## src/hdl/conv_pkg.sv

```systemverilog
`default_nettype none

package conv_pkg;

    localparam int CH_NUM          = 4;
    localparam int ACT_PER_ADDR    = 4;
    localparam int BW_PER_ACT      = 8;
    localparam int BW_PER_PARAM    = 4;
    localparam int WEIGHT_PER_ADDR = 9;
    localparam int ACC_W           = BW_PER_ACT + BW_PER_PARAM;
    localparam int ACT_MAX         = 127;

    // derived sizes
    localparam int WEIGHT_NUM   = CH_NUM * WEIGHT_PER_ADDR;
    localparam int WORD_W       = WEIGHT_PER_ADDR * BW_PER_PARAM;
    localparam int PIX_PER_TILE = 4;

    typedef logic signed [BW_PER_ACT-1:0]   act_t;
    typedef logic signed [BW_PER_PARAM-1:0] param_t;
    typedef logic signed [ACC_W-1:0]        acc_t;

    // one bank word: ch[0] lands in the top bits, pixel (0,0) first in each group
    typedef struct packed {
        act_t [0:CH_NUM-1][0:ACT_PER_ADDR-1] ch;
    } bank_word_t;

    // 4x4 tile as four 2x2 groups
    typedef struct packed {
        bank_word_t a0;
        bank_word_t a1;
        bank_word_t a2;
        bank_word_t a3;
    } act_tile_t;

    // 3x3 window per channel, row-major
    typedef struct packed {
        act_t [0:CH_NUM-1][0:WEIGHT_PER_ADDR-1] ch;
    } window_t;

    typedef struct packed {
        logic [BW_PER_ACT-1:0] p00;
        logic [BW_PER_ACT-1:0] p01;
        logic [BW_PER_ACT-1:0] p10;
        logic [BW_PER_ACT-1:0] p11;
    } pixel_quad_t;

endpackage

`default_nettype wire
```

## src/hdl/window_gather.sv

```systemverilog
`timescale 1ns/1ps
`default_nettype none

module window_gather import conv_pkg::*; (
    input  wire                             clk,
    input  wire                             rst_n,
    input  wire                             tile_valid,
    input  wire act_tile_t                  tile,
    output window_t [0:PIX_PER_TILE-1]      win,
    output logic                            win_valid
);

    localparam int TILE_DIM = 4;
    localparam int K_DIM    = 3;
    localparam int GRP_DIM  = 2;
    localparam int OUT_DIM  = TILE_DIM - K_DIM + 1;

    act_tile_t  tile_q;
    bank_word_t grp   [GRP_DIM * GRP_DIM];
    act_t       plane [CH_NUM][TILE_DIM][TILE_DIM];

    always_ff @(posedge clk) begin
        if (tile_valid) begin
            tile_q <= tile;
        end
    end

    always_ff @(posedge clk) begin
        if (!rst_n) begin
            win_valid <= 1'b0;
        end else begin
            win_valid <= tile_valid;
        end
    end

    // group order is top-left, top-right, bottom-left, bottom-right
    always_comb begin
        grp[0] = tile_q.a0;
        grp[1] = tile_q.a1;
        grp[2] = tile_q.a2;
        grp[3] = tile_q.a3;
    end

    // rebuild each channel as a plain 4x4 plane
    always_comb begin
        for (int c = 0; c < CH_NUM; c++) begin
            for (int y = 0; y < TILE_DIM; y++) begin
                for (int x = 0; x < TILE_DIM; x++) begin
                    plane[c][y][x] =
                        grp[(y / GRP_DIM) * GRP_DIM + x / GRP_DIM]
                            .ch[c][(y % GRP_DIM) * GRP_DIM + x % GRP_DIM];
                end
            end
        end
    end

    // output pixel p sits at row p/2, column p%2 of the 2x2 block
    always_comb begin
        for (int p = 0; p < PIX_PER_TILE; p++) begin
            for (int c = 0; c < CH_NUM; c++) begin
                for (int r = 0; r < K_DIM; r++) begin
                    for (int s = 0; s < K_DIM; s++) begin
                        win[p].ch[c][r * K_DIM + s] =
                            plane[c][p / OUT_DIM + r][p % OUT_DIM + s];
                    end
                end
            end
        end
    end

endmodule

`default_nettype wire

```

## config.mk

```make
export PLATFORM = sky130hd
export DESIGN_NAME = window_gather
export DESIGN_NICKNAME = d
export VERILOG_FILES = /design/src/hdl/conv_pkg.sv /design/src/hdl/window_gather.sv
export SDC_FILE = /design/constraint.sdc
export NUM_CORES = 1
export LEC_CHECK = 0
export BUFFER_PORTS_ARGS = -buffer_cell sky130_fd_sc_hd__buf_2
export CAP_MARGIN = 15
export CORE_AREA = 8 8 650 652
export DETAILED_ROUTE_END_ITERATION = 16
export DIE_AREA = 0 0 658 660
export GPL_ROUTABILITY_DRIVEN = 0
export HOLD_SLACK_MARGIN = 0.1
export SETUP_SLACK_MARGIN = 0.02
export SYNTH_ARGS = -nofsm -noshare
export SYNTH_HDL_FRONTEND = slang
export SYNTH_SLANG_ARGS = --single-unit
export TNS_END_PERCENT = 1
```

## constraint.sdc

```tcl
create_clock -name clk -period 0.9 [get_ports clk]
set_input_delay 0.18 -clock clk [delete_from_list [all_inputs] [get_ports clk]]
set_output_delay 0.18 -clock clk [all_outputs]
set_load 0.02 [all_outputs]
```

Word level (Yosys, flattened, before mapping)
Index checks and enable logic that the tools add are counted.
- flip-flop bits (word level): 513
- output and inout bits: 1153

Depth between registers and ports, before layout
- word-level depth: 0
- gate-level depth with buffers: 1

Least setup slack after synthesis
OpenSTA, ideal clock, no wires.
- path type: register -> output
- start: register tile_q, in the netlist win[176]
- end: output port win[1008] (netlist bit)
- arrival time: 697 ps
- required time: 720 ps
- path slack: 23 ps
- cell stages (with the launch flop): 2
- path buffers: 1
- cell sequence: edfxtp_1 -> buf_4
- RTL lines (element ; RTL line ; RTL):
    start: declaration ; window_gather.sv:18 ; act_tile_t tile_q;
    start signal: assignment ; window_gather.sv:24 ; tile_q <= tile;
    end: declaration ; window_gather.sv:9 ; output window_t [0:PIX_PER_TILE-1] win,
No word-level cell between the ends.

Final worst setup path
- start: register tile_q, in the netlist win[113]
- end: output port win[945] (netlist bit)
No word-level cell between the ends.

==> flow_metrics.tcl <==
set metrics [dict create \
    crit_start "win[113]" \
    grtUsageMet1_pct 12.9 \
    hold_violations 0 \
    crit_type "reg2out" \
    dpl.hpwl_um 293000 \
    p_int_uw 59000 \
    final_max_slew_viol_count 0 \
    status "finished, violations left" \
    ctsLongestPathBuffers 4 \
    initial_core_util_pct 4.91 \
    grt_pass1_vias 20400 \
    grt_use_total_pct 14.1 \
    cts_sinks 513 \
    syn_avg_cell_area_um2 17.5 \
    overflow 0 \
    grt_pass1_wl_um 365000 \
    antenna_found_initial 195 \
    cp.required_ns 0.72 \
    htree_num_levels 3 \
    cp.buffers_inverters 1 \
    path_cells "buf_4" \
    n_fill_cell 46100 \
    die_h_um 660 \
    rows 236 \
    p_total_uw 90600 \
    met2_usage_pct 26.2 \
    tightest_slew_ns 0.606 \
    totalWireLength_um 321000 \
    clk_pin_slew_ns 0.06 \
    die_area_mm2 0.434 \
    synthMostInstantiatedCell "buf_4" \
    vias 19800 \
    min-delay-start "tile[156]" \
    setup_slack_ns -1.04 \
    synthToLayoutAreaGrowth_pct 154 \
    violations "setup timing" \
    arrival_ns 1.76 \
    busiest_layer "met2" \
    timing.fmax_mhz 516 \
    first_pass_iters 5 \
    synth-main-ff-cell "edfxtp_1" \
    relSlewSlack_pct 59.6 \
    async_flop_share_pct 0 \
    hp-class "in2reg" \
    path_max_fanout 4 \
    leakage_uw 0.0201 \
    p_sw_uw 31600 \
    synth_edf_count 512 \
    period_minus_slack_ns 1.94 \
    sw_frac_of_total_pct 34.8 \
    synthCells 1154 \
    cp-end-kind "output port" \
    grt_use_met3_pct 8.42 \
    setup_viol 1734 \
    synth_top_cell_by_area "edfxtp_1" \
    rsz0062_at_grt "yes" \
    port-buffer-count 1667 \
    synth_seq_cells 513 \
    cts_inserted_buffers 75 \
    layout.nets 3770 \
    post-route-util_pct 12.4 \
    detail-route-antenna-nets 0 \
    ys_top_cells_by_count "640 x buf_4, 512 x edfxtp_1, 1 x and2_1, 1 x dfxtp_1" \
    drc_errors 0 \
    powerDensity_mw_per_mm2 1770 \
    slowest_delay_ns 0.73 \
    ys_warn_count 0 \
    yosysUniqueCellTypes 4 \
    power_frac_comb_pct 32.0 \
    boundaryPins 1668 \
    synth-seq-area-share_pct 76.2 \
    power_frac_clock_pct 34.1 \
    seqPwrFrac_pct 33.9 \
    cts_root_buf "clkbuf_16" \
    synth_top_area_share_pct 76.1 \
    netlist_area_mm2 0.0202 \
    cp-start-kind "flop" \
    vias_per_cell 2.24 \
    crit_family "flip-flops" \
    drive_gt1_share_pct 60.2 \
    maxCapViolCount 0 \
    grt_max_degree 45 \
    irDropWorstVdd_uv 1210 \
    fin_crit_sh_pct 215 \
    wl_per_cell_um 36.4 \
    coreArea_mm2 0.412 \
    synthTopCellsByArea "edfxtp_1 76%, buf_4 24%, dfxtp_1 0.099%, and2_1 0.031%" \
    drtIter0Drc 1601 \
    cpMaxStageDelayCell "edfxtp_1" \
    cts_tree "done" \
    dieWidth_um 658 \
    syn_nets 1669 \
]
-- power groups by stage --
stage / clock network (uW) / logic (uW) / registers [uW]
after floorplan: 0 / 6100 / 32300
after global placement: 0 / 23900 / 31400
after detailed placement: 0 / 23900 / 31500
after CTS: 32400 / 29900 / 30700
after global routing: 32800 / 30600 / 30900
final: 30900 / 29000 / 30800
-- metrics by stage --
stage          setup slack, ns  instances  area [um^2]  hold slack [ns]  setup TNS, ns
2_1_floorplan           0.0232       1154        20200            0.279              0
3_3_place_gp            -0.454       7821        37700            0.356        -156.35
3_5_place_dp            -0.462       7821        37700            0.358        -165.89
4_1_cts                  -1.08       8775        50500            0.100       -1035.99
5_1_grt                  -1.06       8800        51200            0.139       -1048.84
6_report                 -1.04       8832        51300            0.194        -955.72
-- cells in the final DEF (no fill, tap or decap) --
cell type	n
and2_1	1
buf_12	431
buf_2	922
buf_4	182
buf_6	301
buf_8	34
bufinv_16	9
clkbuf_1	7
clkbuf_16	76
clkbuf_4	6
clkinv_1	6
clkinv_2	9
clkinv_4	4
clkinv_8	1
clkinvlp_4	7
dfxtp_1	1
diode_2	53
dlygate4sd3_1	788
edfxtp_1	512
inv_6	6
inv_8	2
-- state kept, by name, summed over array words and instances, names as in the netlist --
| signal | flops |
|---|---|
| win_valid | 1 |
| win | 512 |
-- layer usage --
metal  share of wire (%)  routed length [um]
met1                  31               99100
met2                  52              166000
met3                  14               44100
met4                 3.7               12000
met5               0.061                 195
-- path summary, 6_finish.rpt --
check / endpoint / cells after the start
setup / recovery: win[945] / 1
hold / removal: win[332] / 2
-- timing repair --
| item | CTS | global route |
|---|---|---|
| gates cloned | 0 | 0 |
| hold buffers | 788 | 0 |
| resized for setup | 594 | 225 |
| endpoints found under the setup margin | 1153 | 1656 |
| endpoints found under the hold margin | 943 | 0 |
| buffers inserted | 39 | 5 |
-- cell families after synthesis --
logic type	after synthesis	synth area share, %
buffers and inverters	640	23.8
flip-flops	513	76.2
AND/OR/NAND/NOR	1	0.0310
-- cell type report --
class,instances,area [um^2],area share [%]
clock buffer,83,1930,3.76
tap,5474,6850,13.4
timing repair buffer,2664,26400,51.6
multi-input combinational,1,6.26,0.0122
sequential,513,15400,30.0
antenna,53,133,0.259
clock inverter,44,517,1.01
(Power assumes the default switching activity.)
