==> src/hdl/conv_pkg.sv <==
`default_nettype none

package conv_pkg;

    localparam int CH_NUM          = 4;
    localparam int ACT_PER_ADDR    = 4;
    localparam int BW_PER_ACT      = 8;
    localparam int BW_PER_PARAM    = 4;
    localparam int WEIGHT_PER_ADDR = 9;
    localparam int ACC_W           = BW_PER_ACT + BW_PER_PARAM;
    localparam int ACT_MAX         = 127;

    // derived sizes
    localparam int WEIGHT_NUM   = CH_NUM * WEIGHT_PER_ADDR;
    localparam int WORD_W       = WEIGHT_PER_ADDR * BW_PER_PARAM;
    localparam int PIX_PER_TILE = 4;

    typedef logic signed [BW_PER_ACT-1:0]   act_t;
    typedef logic signed [BW_PER_PARAM-1:0] param_t;
    typedef logic signed [ACC_W-1:0]        acc_t;

    // one bank word: ch[0] lands in the top bits, pixel (0,0) first in each group
    typedef struct packed {
        act_t [0:CH_NUM-1][0:ACT_PER_ADDR-1] ch;
    } bank_word_t;

    // 4x4 tile as four 2x2 groups
    typedef struct packed {
        bank_word_t a0;
        bank_word_t a1;
        bank_word_t a2;
        bank_word_t a3;
    } act_tile_t;

    // 3x3 window per channel, row-major
    typedef struct packed {
        act_t [0:CH_NUM-1][0:WEIGHT_PER_ADDR-1] ch;
    } window_t;

    typedef struct packed {
        logic [BW_PER_ACT-1:0] p00;
        logic [BW_PER_ACT-1:0] p01;
        logic [BW_PER_ACT-1:0] p10;
        logic [BW_PER_ACT-1:0] p11;
    } pixel_quad_t;

endpackage

`default_nettype wire
==> src/hdl/param_loader.sv <==
`timescale 1ns/1ps
`default_nettype none

module param_loader import conv_pkg::*; (
    input  wire                     clk,
    input  wire                     rst_n,
    input  wire                     weight_wr,
    input  wire [WORD_W-1:0]        weight_word,
    input  wire                     bias_wr,
    input  wire [BW_PER_PARAM-1:0]  bias,
    output param_t                  weights [WEIGHT_NUM],
    output param_t                  bias_q
);

    localparam int KEEP_NUM = WEIGHT_NUM - WEIGHT_PER_ADDR;

    // incoming kernel slice, top nibble is position (0,0)
    param_t slot_in [WEIGHT_PER_ADDR];

    always_comb begin
        for (int k = 0; k < WEIGHT_PER_ADDR; k++) begin
            slot_in[k] = weight_word[WORD_W - 1 - k * BW_PER_PARAM -: BW_PER_PARAM];
        end
    end

    // slot k holds the kernel of input channel k
    // each write drops slot 0 and appends the new slice at slot 3
    always_ff @(posedge clk) begin
        if (weight_wr) begin
            for (int i = 0; i < KEEP_NUM; i++) begin
                weights[i] <= weights[i + WEIGHT_PER_ADDR];
            end
            for (int k = 0; k < WEIGHT_PER_ADDR; k++) begin
                weights[KEEP_NUM + k] <= slot_in[k];
            end
        end
    end

    always_ff @(posedge clk) begin
        if (!rst_n) begin
            bias_q <= '0;
        end else if (bias_wr) begin
            bias_q <= bias;
        end
    end

endmodule

`default_nettype wire

==> config.mk <==
export PLATFORM = sky130hd
export DESIGN_NAME = param_loader
export DESIGN_NICKNAME = d
export VERILOG_FILES = /design/src/hdl/conv_pkg.sv /design/src/hdl/param_loader.sv
export SDC_FILE = /design/constraint.sdc
export NUM_CORES = 1
export LEC_CHECK = 0
export BUFFER_PORTS_ARGS = -buffer_cell sky130_fd_sc_hd__buf_2
export CORE_MARGIN = 2
export CORE_UTILIZATION = 47
export DETAILED_ROUTE_END_ITERATION = 6
export PLACE_DENSITY = 0.79
export SYNTH_ARGS = -nofsm -noshare
export SYNTH_HDL_FRONTEND = slang
export SYNTH_SLANG_ARGS = --single-unit
==> constraint.sdc <==
create_clock -name clk -period 0.8 [get_ports clk]
set_input_delay 0.04 -clock clk [delete_from_list [all_inputs] [get_ports clk]]
set_output_delay 0.04 -clock clk [all_outputs]
set_load 0.005 [all_outputs]
# == Word-level counts from Yosys, hierarchy flattened ==
# Index checks and enable logic that the tools add are counted.
# Widths: inputs -> output; s select.
# totals
romBits,0
ramBits,0
elab_cells,37
out_inout_bits,148
memories,0
in_bits,44
latchBits,0
register_bits,148
# classes
n_mul,0
order_cmp,0
n_reduce_logical,0
n_div,0
muxes,0
n_bitwise,0
add_sub_neg,0
eq_ne,0
shift,0

# == Logic depth before layout (Yosys ltp) ==
# Gate-level depths: netlist of the first run.
# logic_depth
depth_word,0
depth_mapped,3
ltp_nobuf,2

# == Worst setup path before layout of the first run ==
# OpenSTA, ideal clock, no wires.
# synth_path
kind,register to register
from,reg weights[64] in the netlist's numbering
to,reg weights[100] in the netlist's numbering (data pin)
setup_ns,0.278
stages_incl_launch_ff,1
synth_period_minus_slack_ns,0.648
required_time_ns,0.522
arrival_ns,0.369
path_buffers,0
path_slack_ns,0.152
path_cell_list,edfxtp_1
# synth_rtl
item,line_no,source
from (decl),param_loader.sv:11,"output param_t weights [WEIGHT_NUM],"
"from (signal, indexed assignment)",param_loader.sv:31,weights[i] <= weights[i + WEIGHT_PER_ADDR];
"from (signal, indexed assignment)",param_loader.sv:34,weights[KEEP_NUM + k] <= slot_in[k];
# No word-level cell between the ends.

# == Worst setup path in the final report of the first run ==
# layout_path
from,reg weights[64] in the netlist's numbering
to,out weights[64] in the netlist's numbering
# No word-level cell between the ends.

==> flow_summary.ini, run 1 <==
[setup_path]
cp_num_cells = 1
r2r_start = weights[5]$_DFFE_PP_
worstSetupStartpoint = weights[64]$_DFFE_PP_
cp.buffers_inverters = 1
ff2ff_setup_slack_ns = -0.10
critPathKind = register to output pin
worstPathRequired_ns = 0.76
crit_path_end = weights[64]
rr_worst_depth = 2
crit_family = flip-flops
arrival_ns = 1.07
end_kind = output pin
crit_slowest_cell = edfxtp_1
critPathLaunchType = register
crit_chain = buf_2
path_max_fanout = 2
rr_endpoint = weights[41]$_DFFE_PP_
cpPeakStageDelay_ns = 0.42

[power]
p_per_area_nw_per_um2 = 2531
p_leak_nw = 3.045
ir_drop_v = 0.001397
p_total_w = 0.01823

[clocking]
root_buffer = clkbuf_8
cts_tree = yes
numCtsBuffers = 17
insertion_delay_ns = 0.50
cts.clk_slew.worst_paths_ns = 0.06
htreeDepth = 4
clock-sinks = 148
clk_path_buf_depth = 2

[global_route]
grt_antenna_before_repair = 0
grt_pass1_vias = 2799
grt.total_usage_pct = 18.61
grt_pass1_wl_um = 13860
overflow = 0
grt_max_degree = 40

[timing]
fin_crit_sh_pct = 138.5
hold_viol = 0
relSlewSlack_pct = 81.97
worst_pin_slew_ns = 0.2705
whs_ns = 0.02260
rsz0062_at_grt = true
final_max_slew_viol_count = 0
worst_slack_ns = -0.3076
fmax_mhz = 902.8
setup_viol = 159
finalClockSkew_ns = 0.006733
fin_crit_ns = 1.108

[final_layout]
nets = 521
drive_above_1_share_pct = 59.80
fill_cells = 495
utilization_pct = 77.94
area_growth_pct = 60.74
regArea_um2 = 4409
multiInputGateArea_um2 = 65.06
diodes = 0

[run_status]
violations = setup timing
run_status = complete, but fails checks

[drt]
first_pass_iters = 4
viasPerCell = 4.438
wirelength_um = 9778
drcViolationCount = 0
post_drt_wl_per_cell_um = 15.80
drt_first_iter_violations = 60
ant_nets = 0
num_vias = 2747

[synthesis]
yosysTopAreaCellShare_pct = 96.51
synth_cell_types = 5
synth_warnings = 0
syn_nets = 201
async_flop_share_pct = 0
synth.largest_area_cell = edfxtp_1
ys_ff_latch = 148
syn_avg_cell_area_um2 = 28.54
netlist_instances = 157
synth_most_common_cell = edfxtp_1
synthTopCellsByArea = edfxtp_1 97%, dfxtp_1 1.8%, mux2i_1 0.89%
seq_area_frac_synth_pct = 98.30
synth_common_cells = 144 x edfxtp_1, 4 x dfxtp_1, 4 x mux2i_1, 4 x nor2b_1, 1 x buf_6
synth_edf_count = 144
synth_ff_type = edfxtp_1
syn_area_um2 = 4481

[floorplanning]
io_pins = 192
die_w_um = 101.6
die_area_um2 = 10330
coreArea_um2 = 9240
row_count = 35
die_y_um = 101.6
start_util_pct = 48.49

[placement]
place_congestion = 0.7774
dp_hpwl_um = 5734
io_buffers = 191

[job]
cap_violations = 0

[min_path]
worstHoldPathType = primary input to register
hold_path_depth = 2
cell type report:
type,count,area share [%]
repair buffers,302,27.71
clock inverters,15,2.172
well taps,129,2.241
clock buffers,17,5.751
multi-input cells,8,0.9034
flip-flops and latches,148,61.22
layout by cell type, fill, tap and decap left out:
cell / count
buf_12: 3
clkinv_2: 2
clkinv_1: 2
mux2i_1: 4
buf_6: 15
buf_2: 189
dlygate4sd3_1: 43
edfxtp_1: 144
clkbuf_16: 16
nor2b_1: 4
buf_4: 52
inv_6: 2
clkinvlp_4: 2
clkbuf_8: 1
dfxtp_2: 4
bufinv_16: 2
clkinv_4: 4
inv_8: 1
registers in the layout (all words and copies together), names as in the netlist:
| signal | flops |
|---|---|
| bias_q | 4 |
| weights | 144 |
metal layers:
metal / wire (um) / GRT usage [%] / vias to the layer above
li1: - / - / 1280
met1: 3303 / 18.82 / 1324
met2: 5580 / 33.50 / 123
met3: 622 / 6.970 / 20
met4: 271 / 9.148 / 0
met5: 0 / 0 / -
worst register-to-register path: cells and delay by family, from the launching register on:
kind                   cells  cell delay (ns)
buffers and inverters      2             0.26
flip-flops                 1             0.40
repair_timing:
item                                   in CTS  in global routing
hold buffers                               43                  0
endpoints found under the hold margin      45                  0
setup endpoints to repair                 148                161
buffers inserted                           45                 25
resized for setup                           3                 15
cells by family after synthesis:
logic type,synth area share [%]
multiplexers,0.8936
flip-flops,98.30
AND/OR/NAND/NOR,0.5584
buffers and inverters,0.2513
worst min-delay path by stage:
| stage | start | to | slack, ns |
|---|---|---|---|
| finish | weight_wr | weights[104]$_DFFE_PP_ | 0.02 |
| global route | weight_wr | weights[133]$_DFFE_PP_ | 0.003 |
| CTS | weight_wr | weights[14]$_DFFE_PP_ | 0.008 |
| detailed placement | weight_word[11] | weights[11]$_DFFE_PP_ | 0.22 |
| global placement | weight_word[17] | weights[17]$_DFFE_PP_ | 0.22 |
| floorplan | weight_word[0] | weights[0]$_DFFE_PP_ | 0.14 |
metrics by stage:
stage          std cells  setup slack, ns  instance area [um^2]  setup TNS (ns)
2_1_floorplan        157           0.1524                  4481               0
3_3_place_gp         482          0.03889                  5675               0
3_5_place_dp         482          0.02214                  5675               0
4_1_cts              602          -0.3166                  7018          -41.22
5_1_grt              619          -0.3650                  7202          -47.79
6_report             619          -0.3076                  7202          -38.67
where the power goes:
group	internal [W]	switching [W]	total, W
Sequential	0.00912	0.000220	0.00934
Clock	0.00446	0.00303	0.00749
Combinational	0.000835	0.000560	0.00139
No activity file was read; power rests on OpenSTA's default activity.
==> run 2, diff against run 1 <==
ABC_CLOCK_PERIOD_IN_PS = 800   (was not set)
CTS_CLUSTER_SIZE = 40   (was not set)
SKIP_CTS_REPAIR_TIMING = 1   (was not set)
==> run 2 against run 1 <==
Net effect:
- highest routed layer unchanged
- first-iteration DRC count grew 3.3%
- total power shrank 1.0%
- critical path type unchanged
- via count shrank 4.5%
- critical path depth is the same
- clock-buffer cell count is the same
- wire length shrank 3.4%
- sequential power is essentially flat
- hold slack is essentially flat
- utilization shrank 2.9 points
- critical endpoint is now weights[100]
- sequential share of layout area grew 2.3 points
- register-to-register slack gained 0.10 ns
- the flow still finishes with violations (setup timing)
==> flow_summary.ini, run 2 (synthesized netlist as in run 1, its figures left out) <==
[run_status]
run_status = complete, but fails checks
violations = setup timing

[placement]
place_congestion = 0.7774
dp_hpwl_um = 5734
placed_area_um2 = 5675
place_inst = 482
io_buffers = 191
pre_cts_ws_ns = 0.02214

[global_route]
grt.total_usage_pct = 15.63
grt_pass1_vias = 2294
grt_antenna_before_repair = 0
grt_pass1_wl_um = 11630
grt_max_degree = 40
overflow = 0

[floorplanning]
start_util_pct = 48.49
io_pins = 192
coreArea_um2 = 9240
row_count = 35
die_w_um = 101.6
die_area_um2 = 10330
die_y_um = 101.6

[setup_path]
cp.buffers_inverters = 1
worstPathRequired_ns = 0.76
crit_chain = buf_2
cpPeakStageDelay_ns = 0.41
path_max_fanout = 2
crit_slowest_cell = edfxtp_1
arrival_ns = 1.07
end_kind = output pin
critPathKind = register to output pin
crit_family = flip-flops
critPathLaunchType = register

[final_layout]
layout_common_cells = 190 x buf_2, 144 x edfxtp_1, 43 x dlygate4sd3_1
largest_reg_flops = 144
drive_above_1_share_pct = 57.36
mostFrequentLayoutCell = buf_2
fin_cells = 591
diodes = 0
largest-register = weights
reg.largest.list = weights (144), bias_q (4)
area_growth_pct = 54.82
nets = 493
final_cell_area_um2 = 6937

[clocking]
clock-sinks = 148
root_buffer = clkbuf_8
insertion_delay_ns = 0.50
htreeDepth = 4
cts.clk_slew.worst_paths_ns = 0.06
cts_tree = yes
numCtsBuffers = 17
clk_path_buf_depth = 2

[timing]
fin_crit_sh_pct = 138.1
rsz0062_at_grt = true
final_max_slew_viol_count = 0
setup_viol = 152
relSlewSlack_pct = 81.80
hold_viol = 0
worst_pin_slew_ns = 0.2730
fin_crit_ns = 1.105
finalClockSkew_ns = 0.006718
fmax_mhz = 904.9
worst_slack_ns = -0.3051

[drt]
post_drt_wl_per_cell_um = 15.98
drcViolationCount = 0
drt_first_iter_violations = 62
first_pass_iters = 4
ant_nets = 0
num_vias = 2624
wirelength_um = 9445
viasPerCell = 4.440

[min_path]
worstHoldPathType = primary input to register

[power]
p_total_w = 0.01804
ir_drop_v = 0.001519
p_leak_nw = 2.893
p_per_area_nw_per_um2 = 2601

[job]
cap_violations = 0
==> run 2: routing by layer <==
metal	global-route usage [%]	share of wire, %	routed length, um	vias up
met4	6.965	1.3	126	0
met2	26.16	58	5467	96
met5	0	0	0	-
met1	17.67	35	3264	1299
met3	6.349	6.2	586	8
li1	-	-	-	1221
==> run 2: final timing paths <==
| path | cells after the start | slack [ns] | to | start |
|---|---|---|---|---|
| min reg2reg | 0 | 0.44 | weights[103]$_DFFE_PP_ | weights[67]$_DFFE_PP_ |
| max reg2reg | 1 | 0 | weights[119]$_DFFE_PP_ | weights[83]$_DFFE_PP_ |
| min | 2 | 0.02 | weights[104]$_DFFE_PP_ | weight_wr |
| max | 1 | -0.31 | weights[100] | weights[100]$_DFFE_PP_ |
==> run 2: report_power, final <==
| group | total [W] | switching (W) | internal (W) |
|---|---|---|---|
| sequential | 0.00934 | 0.000219 | 0.00912 |
| clock | 0.00749 | 0.00303 | 0.00446 |
| combinational | 0.00122 | 0.000518 | 0.000699 |
==> run 2: stage by stage <==
| step | hold slack [ns] | util (%) | setup TNS (ns) |
|---|---|---|---|
| detailed placement | 0.2181 | 61.42 | 0 |
| CTS | -0.3126 | 67.60 | -41.90 |
| global route | 0.007191 | 75.07 | -46.74 |
| floorplan | 0.1389 | - | 0 |
| global placement | 0.2168 | 61.42 | 0 |
| finish | 0.02236 | 75.07 | -38.23 |
==> run 2: cell type report <==
cell class              count  area (um^2)
flip-flops and latches    148         4409
fillers                   544         2303
repair buffers            274         1730
clock buffers              17        414.1
well taps                 129        161.4
clock inverters            15        156.4
multi-input cells           8        65.06
