File: config.mk
export PLATFORM = sky130hd
export DESIGN_NAME = result_writer
export DESIGN_NICKNAME = d
export VERILOG_FILES = /design/src/hdl/conv_pkg.sv /design/src/hdl/result_writer.sv
export SDC_FILE = /design/constraint.sdc
export NUM_CORES = 1
export LEC_CHECK = 0
export BUFFER_PORTS_ARGS = -buffer_cell sky130_fd_sc_hd__buf_2
export CORE_MARGIN = 8
export CORE_UTILIZATION = 42
export CTS_BUF_LIST = sky130_fd_sc_hd__clkbuf_8 sky130_fd_sc_hd__clkbuf_16
export DETAILED_ROUTE_END_ITERATION = 7
export GPL_ROUTABILITY_DRIVEN = 0
export PLACE_DENSITY = 0.78
export SYNTH_ARGS = -nofsm -noshare
export SYNTH_HDL_FRONTEND = slang
export SYNTH_SLANG_ARGS = --single-unit
File: constraint.sdc
create_clock -name clk -period 1.4 [get_ports clk]
set_input_delay 0.21 -clock clk [delete_from_list [all_inputs] [get_ports clk]]
set_output_delay 0.21 -clock clk [all_outputs]
set_load 0.01 [all_outputs]
File: src/hdl/conv_pkg.sv
`default_nettype none

package conv_pkg;

    localparam int CH_NUM          = 4;
    localparam int ACT_PER_ADDR    = 4;
    localparam int BW_PER_ACT      = 8;
    localparam int BW_PER_PARAM    = 4;
    localparam int WEIGHT_PER_ADDR = 9;
    localparam int ACC_W           = BW_PER_ACT + BW_PER_PARAM;
    localparam int ACT_MAX         = 127;

    // derived sizes
    localparam int WEIGHT_NUM   = CH_NUM * WEIGHT_PER_ADDR;
    localparam int WORD_W       = WEIGHT_PER_ADDR * BW_PER_PARAM;
    localparam int PIX_PER_TILE = 4;

    typedef logic signed [BW_PER_ACT-1:0]   act_t;
    typedef logic signed [BW_PER_PARAM-1:0] param_t;
    typedef logic signed [ACC_W-1:0]        acc_t;

    // one bank word: ch[0] lands in the top bits, pixel (0,0) first in each group
    typedef struct packed {
        act_t [0:CH_NUM-1][0:ACT_PER_ADDR-1] ch;
    } bank_word_t;

    // 4x4 tile as four 2x2 groups
    typedef struct packed {
        bank_word_t a0;
        bank_word_t a1;
        bank_word_t a2;
        bank_word_t a3;
    } act_tile_t;

    // 3x3 window per channel, row-major
    typedef struct packed {
        act_t [0:CH_NUM-1][0:WEIGHT_PER_ADDR-1] ch;
    } window_t;

    typedef struct packed {
        logic [BW_PER_ACT-1:0] p00;
        logic [BW_PER_ACT-1:0] p01;
        logic [BW_PER_ACT-1:0] p10;
        logic [BW_PER_ACT-1:0] p11;
    } pixel_quad_t;

endpackage

`default_nettype wire
File: src/hdl/result_writer.sv
`timescale 1ns/1ps
`default_nettype none

module result_writer import conv_pkg::*; #(
    parameter int OUT_ADDR_W = 6
) (
    input  wire                     clk,
    input  wire                     rst_n,
    input  wire pixel_quad_t        pix,
    input  wire                     pix_valid,
    output logic                    sram_wen_b,
    output logic [OUT_ADDR_W-1:0]   sram_waddr_b,
    output pixel_quad_t             sram_wdata_b
);

    always_ff @(posedge clk) begin
        if (pix_valid) begin
            sram_wdata_b <= pix;
        end
    end

    // active low, one cycle per result
    always_ff @(posedge clk) begin
        if (!rst_n) begin
            sram_wen_b <= 1'b1;
        end else begin
            sram_wen_b <= !pix_valid;
        end
    end

    // address holds during the write, steps right after it
    always_ff @(posedge clk) begin
        if (!rst_n) begin
            sram_waddr_b <= '0;
        end else if (!sram_wen_b) begin
            sram_waddr_b <= sram_waddr_b + 1'b1;
        end
    end

endmodule

`default_nettype wire

# Yosys cells after proc, flatten, opt, wreduce, memory -nomap -nowiden
# Index checks and enable logic that the tools add are counted.
# op_classes
add_sub_neg	1
n_reduce_logical	1
# ops
cell	n
6-bit by 1-bit adder with 6-bit output, second input constant	1
1-bit logical NOT	1
# word_totals
reg_bits	39
elab_cells	8
output_inout_bits	39
in_bits	35

# Longest topological paths before layout
# Gate-level depths: netlist of run 1.
# depth
ltp_word	1
depth_mapped	4
depth_no_buf	4

# Worst setup path before layout of run 1
# Ideal clock, no wire load.
# synth_path
kind	register -> register
from	register sram_waddr_b[0]
to	register sram_waddr_b[4]
period_less_slack_ns	1.150
stages_incl_launch_ff	5
path_buffers	0
arrival_ns	1.035
setup_slack_ns	0.250
setup_ns	0.115
t_required_ns	1.285
path_cell_list	dfxtp_1 > ha_1 > nand4b_1 > xnor2_1 > and2_1
# synth_between
elab_chain_cells	1
# synth_rtl
item	line_no	source
from (decl)	result_writer.sv:12	output logic [OUT_ADDR_W-1:0] sram_waddr_b,
from (signal assigned)	result_writer.sv:36	sram_waddr_b <= sram_waddr_b + 1'b1;
6-bit by 1-bit adder with 6-bit output	result_writer.sv:36	
# Every way passes these cells.
# A chain may end at the register's enable or synchronous reset.

# Worst setup path after layout of run 1
# Same ends and word-level chain as after synthesis.

==> out/summary.txt, run 1 <==
clock root buffer = clkbuf_8
setup TNS = 0 ps
initial antenna violation count = 0
Worst Hold Launch = pix[11]
clk_lat worst skew = 270 ps
Hold Buf Count CTS = 0
Yosys cell types = 13
worst min-delay path class = in -> reg
vias in the first global route = 850
GRT overflow = 0
Worst Tran Pin Value = 219 ps
Top-Level Pins = 74
non-filler cells, final = 173
register area share after synthesis = 87.6%
clk buf depth = 2
Cell Rows = 20
DR vias = 797
Die Height = 70.7 um
Largest stage delay, worst path = 430 ps
Tot GR Track Use = 10.7%
Post-DRT Antenna Nets = 0
CTS tree = yes
DP Cell Count = 165
Final min period = 1150 ps
Yosys warnings = 0
Final Max Tran Viols = 0
post-layout util = 61.5%
total CTS buffers = 5
skew final = 1.52 ps
Area growth syn-to-layout = 44.5%
First-pass DRT Iterations = 2
leakage = 0.828 nW
WL/cell = 15.6 um
reg2reg path depth = 4
DPL Wire Length = 2.17 mm
Mapped Cells = 58
Initial Util = 42.6%
Syn Area/Cell = 21.7 um^2
Die ar. = 0.00500 mm^2
Rel. slew slack = 85.3%
CP Data Required Time = 1570 ps
Startpoint Class = flip-flop
total power = 2.62 mW
FF-to-FF setup slack = 250 ps
status = finished, final reports clean
leading area contributor after synthesis = edfxtp_1
port bufs = 73
diode count = 0
Post-CTS Setup Bufs = 0
core area = 0.00295 mm^2
ratio of cells with drive above 1 in the final layout = 58.6%
RSZ-0062 raised after global routing = no
crit path from = sram_waddr_b[0]$_SDFFE_PN0N_
final setup violation count = 0
RR Endpoint = sram_waddr_b[4]$_SDFFE_PN0N_
critical path peak fanout = 4
worst path cell trace = ha_1 -> nand4b_1 -> xnor2_1 -> and2_1
drt first-iter violations = 60
CP max stage cell = dfxtp_1
first-pass GRT wire length = 4.12 mm
Crit Path Class = reg -> reg
Crit. End Element = flip-flop
area share of the largest cell type after synthesis = 76.4%
largest cells by area after synthesis = edfxtp_1 76%, dfxtp_1 11%, xnor2_1 2.8%
Max-cap violations = 0
Sink Count = 39
CP endpoint = sram_waddr_b[4]$_SDFFE_PN0N_
Reg clk slew, reported paths = 70 ps
post-detailed-routing wire length = 2.70 mm
post-route clock period utilization = 82.2%
mapped cell area = 0.00126 mm^2
syn_nets = 94
Die W = 70.7 um
drt drc = 0
Post-CTS Resized = 0
RR Startpoint = sram_waddr_b[0]$_SDFFE_PN0N_
worst vdd ir = 0.718 mV
via/cell ratio = 4.61
PD cells = 1440 mW/mm^2
pin count of the biggest net entering global routing = 34
CP Data Arrival Time = 1320 ps
H-tree levels = 2
Final Hold Fails = 0
number of synthesized register bits = 39
fmax = 0.869 GHz
number of fill cells in the layout = 237
final-stage net count = 175
==> worst max-delay path: cells and delay by family (launching register included) <==
kind / cells / cell delay, ps
flip-flops: 1 / 430
adder cells (fa/ha/maj): 1 / 200
AND/OR/NAND/NOR: 2 / 280
XOR/XNOR: 1 / 140
==> metal layers <==
metal | share of wire, % | vias to the layer above | track usage [%]
met4 | 0.93 | 0 | 2.77
met3 | 17 | 3 | 9.18
met5 | 0 | - | 0
met1 | 37 | 362 | 11.1
met2 | 45 | 55 | 15.8
li1 | - | 377 | -
==> synthesized netlist by cell type <==
cell type  count
edfxtp_1      32
dfxtp_1        7
and2_1         4
xnor2_1        4
nand2_1        2
nand2b_1       2
ha_1           1
mux2i_1        1
nand4b_1       1
nand4b_4       1
nor2b_1        1
o211ai_1       1
o31ai_1        1
==> cell families (layout without fill, tap and decap cells) <==
logic type / Yosys count / in the layout / share of synthesized area [%]
DFF: 39 / 39 / 87.6
and+or+nand+nor: 11 / 11 / 6.67
xor gates and xnor gates: 4 / 4 / 2.79
AOI/OAI and AO/OA: 2 / 2 / 1.19
adders and majority gates: 1 / 1 / 0.995
muxes: 1 / 1 / 0.796
buffers and inverters: 0 / 82 / 0
==> flip-flops by register name (all words and copies together) (netlist names) <==
register and count:
sram_wdata_b 32, sram_waddr_b 6, sram_wen_b 1
==> cell usage in the layout (no fill, tap or decap), drive strengths merged <==
cell type / n
buf: 74
xnor2: 4
o31ai: 1
edfxtp: 32
nand2b: 2
dfxtp: 7
and2: 4
nand4b: 2
bufinv: 2
clkbuf: 5
ha: 1
mux2i: 1
inv: 1
nand2: 2
o211ai: 1
nor2b: 1
==> stage by stage <==
stage | hold WS [ps] | setup slack (ps) | area [um^2]
final | 102 | 250 | 1820
after global routing | 82.5 | 158 | 1820
after CTS | 90.4 | 236 | 1820
after detailed placement | 388 | 242 | 1680
after global placement | 387 | 308 | 1680
after floorplan | 272 | 250 | 1260
==> worst min-delay path by stage <==
stage / endpoint / slack, ps / cells past startpoint
after floorplan: sram_wen_b$_SDFF_PN1_ / 270 / 1
after global placement: sram_wdata_b[17]$_DFFE_PP_ / 390 / 1
after detailed placement: sram_wdata_b[30]$_DFFE_PP_ / 390 / 1
after CTS: sram_wdata_b[15]$_DFFE_PP_ / 90 / 1
after global routing: sram_wdata_b[13]$_DFFE_PP_ / 80 / 1
final: sram_wdata_b[11]$_DFFE_PP_ / 100 / 1
==> layout make-up <==
cell class	count	area, um^2	area share, %
Sequential cell	39	1100	60.6
Timing Repair Buffer	74	385	21.2
Clock inverter	3	63.8	3.51
Tap cell	33	41.3	2.27
Clock buffer	5	68.8	3.79
Multi-Input combinational cell	19	156	8.61
==> power by group <==
part / leakage (nW) / switching, mW / internal [mW] / total (mW)
registers: 0.370 / 0.0246 / 1.34 / 1.37
logic: 0.388 / 0.110 / 0.0989 / 0.209
clock network: 0.0695 / 0.344 / 0.704 / 1.05
Power figures use the tool's default switching activity.
==> run 2, diff against run 1 <==
--- a/config.mk
+++ b/config.mk
@@ -5,6 +5,7 @@
 export SDC_FILE = /design/constraint.sdc
 export NUM_CORES = 1
 export LEC_CHECK = 0
+export ABC_AREA = 1
 export BUFFER_PORTS_ARGS = -buffer_cell sky130_fd_sc_hd__buf_2
 export CORE_MARGIN = 8
 export CORE_UTILIZATION = 42
==> constraint.sdc (replaced) <==
create_clock -name clk -period 1.15 [get_ports clk]
set_input_delay 0.1725 -clock clk [delete_from_list [all_inputs] [get_ports clk]]
set_output_delay 0.1725 -clock clk [all_outputs]
set_load 0.01 [all_outputs]
==> out/summary.txt, run 2 <==
number of fill cells in the layout = 257
Hold Path Stages = 1
CP delay by family, top = flip-flops
Largest stage delay, worst path = 430 ps
clock root buffer = clkbuf_8
clock share of power = 29.9%
via/cell ratio = 4.73
Hold Buf Count CTS = 0
syn_nets = 107
First-pass DRT Iterations = 4
Startpoint Class = flip-flop
Cell Rows = 20
vias in the first global route = 977
sequential power share = 60.8%
Post-CTS Setup Bufs = 0
RSZ-0062 raised after global routing = no
combinational share of power = 9.3%
Initial Util = 42.4%
CP Depth = 1
Final Max Tran Viols = 0
ys flop type = edfxtp_1
Switching Share = 21.3%
area share of the largest cell type after synthesis = 76.8%
Post-DRT Antenna Nets = 0
Reg with most FFs = sram_wdata_b
Area growth syn-to-layout = 40.3%
DPL Wire Length = 2.35 mm
Die Height = 70.6 um
critical path peak fanout = 6
Psw = 0.583 mW
fmax = 0.945 GHz
commonest non-fill, non-tap cell in the layout = buf_2
CP max stage cell = dfxtp_1
number of synthesized flops with an enable pin = 32
synth cell count leaders = 32 x edfxtp_1, 11 x nor2_1, 8 x nand2_1
Top-Level Pins = 74
Largest regs = sram_wdata_b: 32 flops, sram_waddr_b: 6 flops, sram_wen_b: 1 flops
final-stage net count = 188
crit path from = sram_wen_b$_SDFF_PN1_
Tot GR Track Use = 12.2%
Syn Area/Cell = 17.6 um^2
Mapped Cells = 71
Crit Path Class = reg -> out
FF-to-FF setup slack = 100 ps
Max-cap violations = 0
worst min-delay path class = in -> reg
GRT overflow = 0
worst vdd ir = 0.771 mV
CP Data Required Time = 980 ps
diode count = 0
reg2reg path depth = 6
most frequent cell after synthesis = edfxtp_1
register area share after synthesis = 88.0%
Rel. slew slack = 86.3%
Worst Hold Launch = pix[17]
leading area contributor after synthesis = edfxtp_1
status = finished, final reports clean
port bufs = 73
first-pass GRT wire length = 4.59 mm
Worst Hold Path EP = sram_wdata_b[17]$_DFFE_PP_
Reg clk slew, reported paths = 70 ps
DR vias = 875
Hold WS = 61.3 ps
WL/cell = 15.9 um
drt first-iter violations = 52
Die W = 70.6 um
Final Hold Fails = 0
PD cells = 1560 mW/mm^2
Crit. End Element = output pin
mapped cell area = 0.00125 mm^2
ratio of cells with drive above 1 in the final layout = 54.6%
leakage = 0.777 nW
Post-CTS Resized = 0
pin count of the biggest net entering global routing = 34
setup TNS = 0 ps
RR Endpoint = sram_waddr_b[4]$_SDFFE_PN0N_
core area = 0.00295 mm^2
H-tree levels = 2
Int Power = 2.15 mW
largest cells by area after synthesis = edfxtp_1 77%, dfxtp_1 11%, nor2_1 3.3%
Yosys warnings = 0
final setup violation count = 0
worst path cell trace = buf_2
most frequent cells in the layout = 73 x buf_2, 32 x edfxtp_1, 11 x nor2_1
Die ar. = 0.00498 mm^2
post-route clock period utilization = 92.1%
Final min period = 1060 ps
CP bufs+invs = 1
clk_lat worst skew = 280 ps
number of synthesized register bits = 39
CTS tree = yes
skew final = 4.22 ps
Sink Count = 39
initial antenna violation count = 0
max reg flops = 32
Post-synth ARST share = 0%
total CTS buffers = 5
CP Data Arrival Time = 890 ps
drt drc = 0
clk buf depth = 2
post-detailed-routing wire length = 2.94 mm
RR Startpoint = sram_waddr_b[0]$_SDFFE_PN0N_
Yosys cell types = 12
Worst Tran Pin Value = 205 ps
==> run 2: final cells by class <==
type,count,area [um^2],area share [%]
clock buffer,5,68.8,3.92
clock inverter,2,8.76,0.499
inverter,4,15.0,0.855
multi-input combinational,28,135,7.70
sequential,39,1100,62.7
tap,33,41.3,2.35
timing repair buffer,74,385,22.0
==> run 2: kinds of logic (layout without fill, tap and decap cells) <==
group                      after synthesis  count (layout)  synth area share (%)
DFF                                     39              39                  88.0
and+or+nand+nor                         22              22                  7.30
AOI/OAI and AO/OA                        5               5                  2.50
buffers and inverters                    4              85                  1.20
adders and majority gates                1               1                  1.00
==> run 2: how the worst max path moves through the flow <==
stage                                   end  slack, ps
2_1_floorplan  sram_waddr_b[4]$_SDFFE_PN0N_        140
3_3_place_gp   sram_waddr_b[4]$_SDFFE_PN0N_        200
3_5_place_dp   sram_waddr_b[4]$_SDFFE_PN0N_        100
4_1_cts                          sram_wen_b         70
5_1_grt        sram_waddr_b[4]$_SDFFE_PN0N_         20
6_report                         sram_wen_b         90
==> run 2: per-stage QoR <==
stage / instances / instance area (um^2) / util, % / setup slack (ps) / total power [mW]
global placement: 178 / 1680 / 56.8 / 203 / 1.94
global route: 185 / 1760 / 59.4 / 24.2 / 2.86
CTS: 185 / 1760 / 59.4 / 73.0 / 2.79
finish: 185 / 1760 / 59.4 / 91.3 / 2.74
detailed placement: 178 / 1680 / 56.8 / 100 / 1.96
floorplan: 71 / 1250 / - / 138 / 1.77
==> run 2: per-layer routing <==
layer / part of all wire [%] / routed length, um / global-route usage (%) / vias to the layer above
met5: 0 / 0 / 0 / -
met4: 1.1 / 31 / 4.16 / 0
met3: 15 / 430 / 9.04 / 4
met2: 46 / 1360 / 19.3 / 59
met1: 38 / 1120 / 12.1 / 400
li1: - / - / - / 412
==> run 2: power by group through the flow <==
stage	clock, mW	combinational, mW	sequential, mW
after floorplan	0	0.0150	1.75
after global placement	0	0.254	1.69
after detailed placement	0	0.260	1.70
after CTS	0.859	0.261	1.67
after global routing	0.909	0.280	1.67
final	0.818	0.255	1.66
==> run 3, diff against run 2 <==
--- a/config.mk
+++ b/config.mk
@@ -5,7 +5,6 @@
 export SDC_FILE = /design/constraint.sdc
 export NUM_CORES = 1
 export LEC_CHECK = 0
-export ABC_AREA = 1
 export BUFFER_PORTS_ARGS = -buffer_cell sky130_fd_sc_hd__buf_2
 export CORE_MARGIN = 8
 export CORE_UTILIZATION = 42
==> out/summary.txt, run 3 (synthesis gave the netlist of run 1 again) <==
area of the multi-input gates = 156 um^2
CP Data Required Time = 980 ps
Worst Tran Pin Value = 233 ps
Top-Level Pins = 74
Post-CTS Setup Bufs = 0
post-detailed-routing wire length = 2.63 mm
Max-cap violations = 0
most frequent cells in the layout = 73 x buf_2, 32 x edfxtp_1, 7 x dfxtp_1
Crit Path Class = reg -> out
drt drc = 0
drt first-iter violations = 78
Final Hold Fails = 0
DR vias = 819
Final min period = 1070 ps
First-pass DRT Iterations = 2
Startpoint Class = flip-flop
register area = 0.00110 mm^2
Crit. End Element = output pin
clock root buffer = clkbuf_8
CP delay by family, top = flip-flops
clk buf depth = 2
setup TNS = 0 ps
commonest non-fill, non-tap cell in the layout = buf_2
Area growth syn-to-layout = 41.3%
via/cell ratio = 4.71
Initial Util = 42.6%
Die W = 70.7 um
H-tree levels = 2
status = finished, final reports clean
diode count = 0
critical path peak fanout = 6
leakage = 0.811 nW
clk_lat worst skew = 280 ps
Hold Buf Count CTS = 0
Reg with most FFs = sram_wdata_b
Reg clk slew, reported paths = 70 ps
CP Data Arrival Time = 900 ps
CP bufs+invs = 1
initial antenna violation count = 0
fmax = 0.933 GHz
WL/cell = 15.1 um
Sink Count = 39
PD cells = 1530 mW/mm^2
worst path cell trace = buf_2
final setup violation count = 0
CTS tree = yes
Hold WS = 66.8 ps
Largest regs = sram_wdata_b: 32 flops, sram_waddr_b: 6 flops, sram_wen_b: 1 flops
Final Max Tran Viols = 0
first-pass GRT wire length = 4.11 mm
Post-CTS Resized = 0
number of fill cells in the layout = 232
Die Height = 70.7 um
Rel. slew slack = 84.4%
post-route clock period utilization = 93.3%
Die ar. = 0.00500 mm^2
Tot GR Track Use = 10.7%
port bufs = 73
core area = 0.00295 mm^2
CP max stage cell = dfxtp_1
max reg flops = 32
Largest stage delay, worst path = 450 ps
final-stage net count = 177
worst min-delay path class = in -> reg
total CTS buffers = 5
skew final = 3.18 ps
vias in the first global route = 876
GRT overflow = 0
RSZ-0062 raised after global routing = no
Post-DRT Antenna Nets = 0
Cell Rows = 20
ratio of cells with drive above 1 in the final layout = 58.9%
pin count of the biggest net entering global routing = 34
worst vdd ir = 0.777 mV
total power = 2.73 mW
==> run 3: final timing paths <==
path	start	end	slack, ps	cells after the start
max	sram_wen_b$_SDFF_PN1_	sram_wen_b	80	1
min	pix[28]	sram_wdata_b[28]$_DFFE_PP_	70	1
max reg2reg	sram_waddr_b[0]$_SDFFE_PN0N_	sram_waddr_b[4]$_SDFFE_PN0N_	140	4
min reg2reg	sram_waddr_b[5]$_SDFFE_PN0N_	sram_waddr_b[5]$_SDFFE_PN0N_	530	2
==> run 3: final cells by class <==
class,instances,share of cell area (%)
multi-input cells,19,8.80
well taps,33,2.32
clock inverters,2,0.493
flip-flops and latches,39,62.0
repair buffers,76,22.5
clock buffers,5,3.87
==> run 3: per-layer routing <==
| layer | vias to the layer above | GRT usage [%] | share of wire (%) |
|---|---|---|---|
| li1 | 380 | - | - |
| met1 | 380 | 11.1 | 38 |
| met2 | 56 | 15.3 | 44 |
| met3 | 3 | 9.18 | 17 |
| met4 | 0 | 3.46 | 1.1 |
| met5 | - | 0 | 0 |
==> run 3: metrics by stage <==
| stage | worst slack, ps | cell area (um^2) | utilization (%) | std cells |
|---|---|---|---|---|
| 6_report | 77.6 | 1780 | 60.2 | 174 |
| 5_1_grt | 10.8 | 1780 | 60.2 | 174 |
| 4_1_cts | 54.3 | 1780 | 60.2 | 174 |
| 3_5_place_dp | 144 | 1700 | 57.5 | 167 |
| 3_3_place_gp | 177 | 1700 | 57.5 | 167 |
| 2_1_floorplan | 0.440 | 1260 | - | 58 |
==> run 3: power breakdown <==
group          internal, mW  switching, mW
clock                 0.402          0.401
sequential             1.63         0.0250
combinational         0.126          0.138
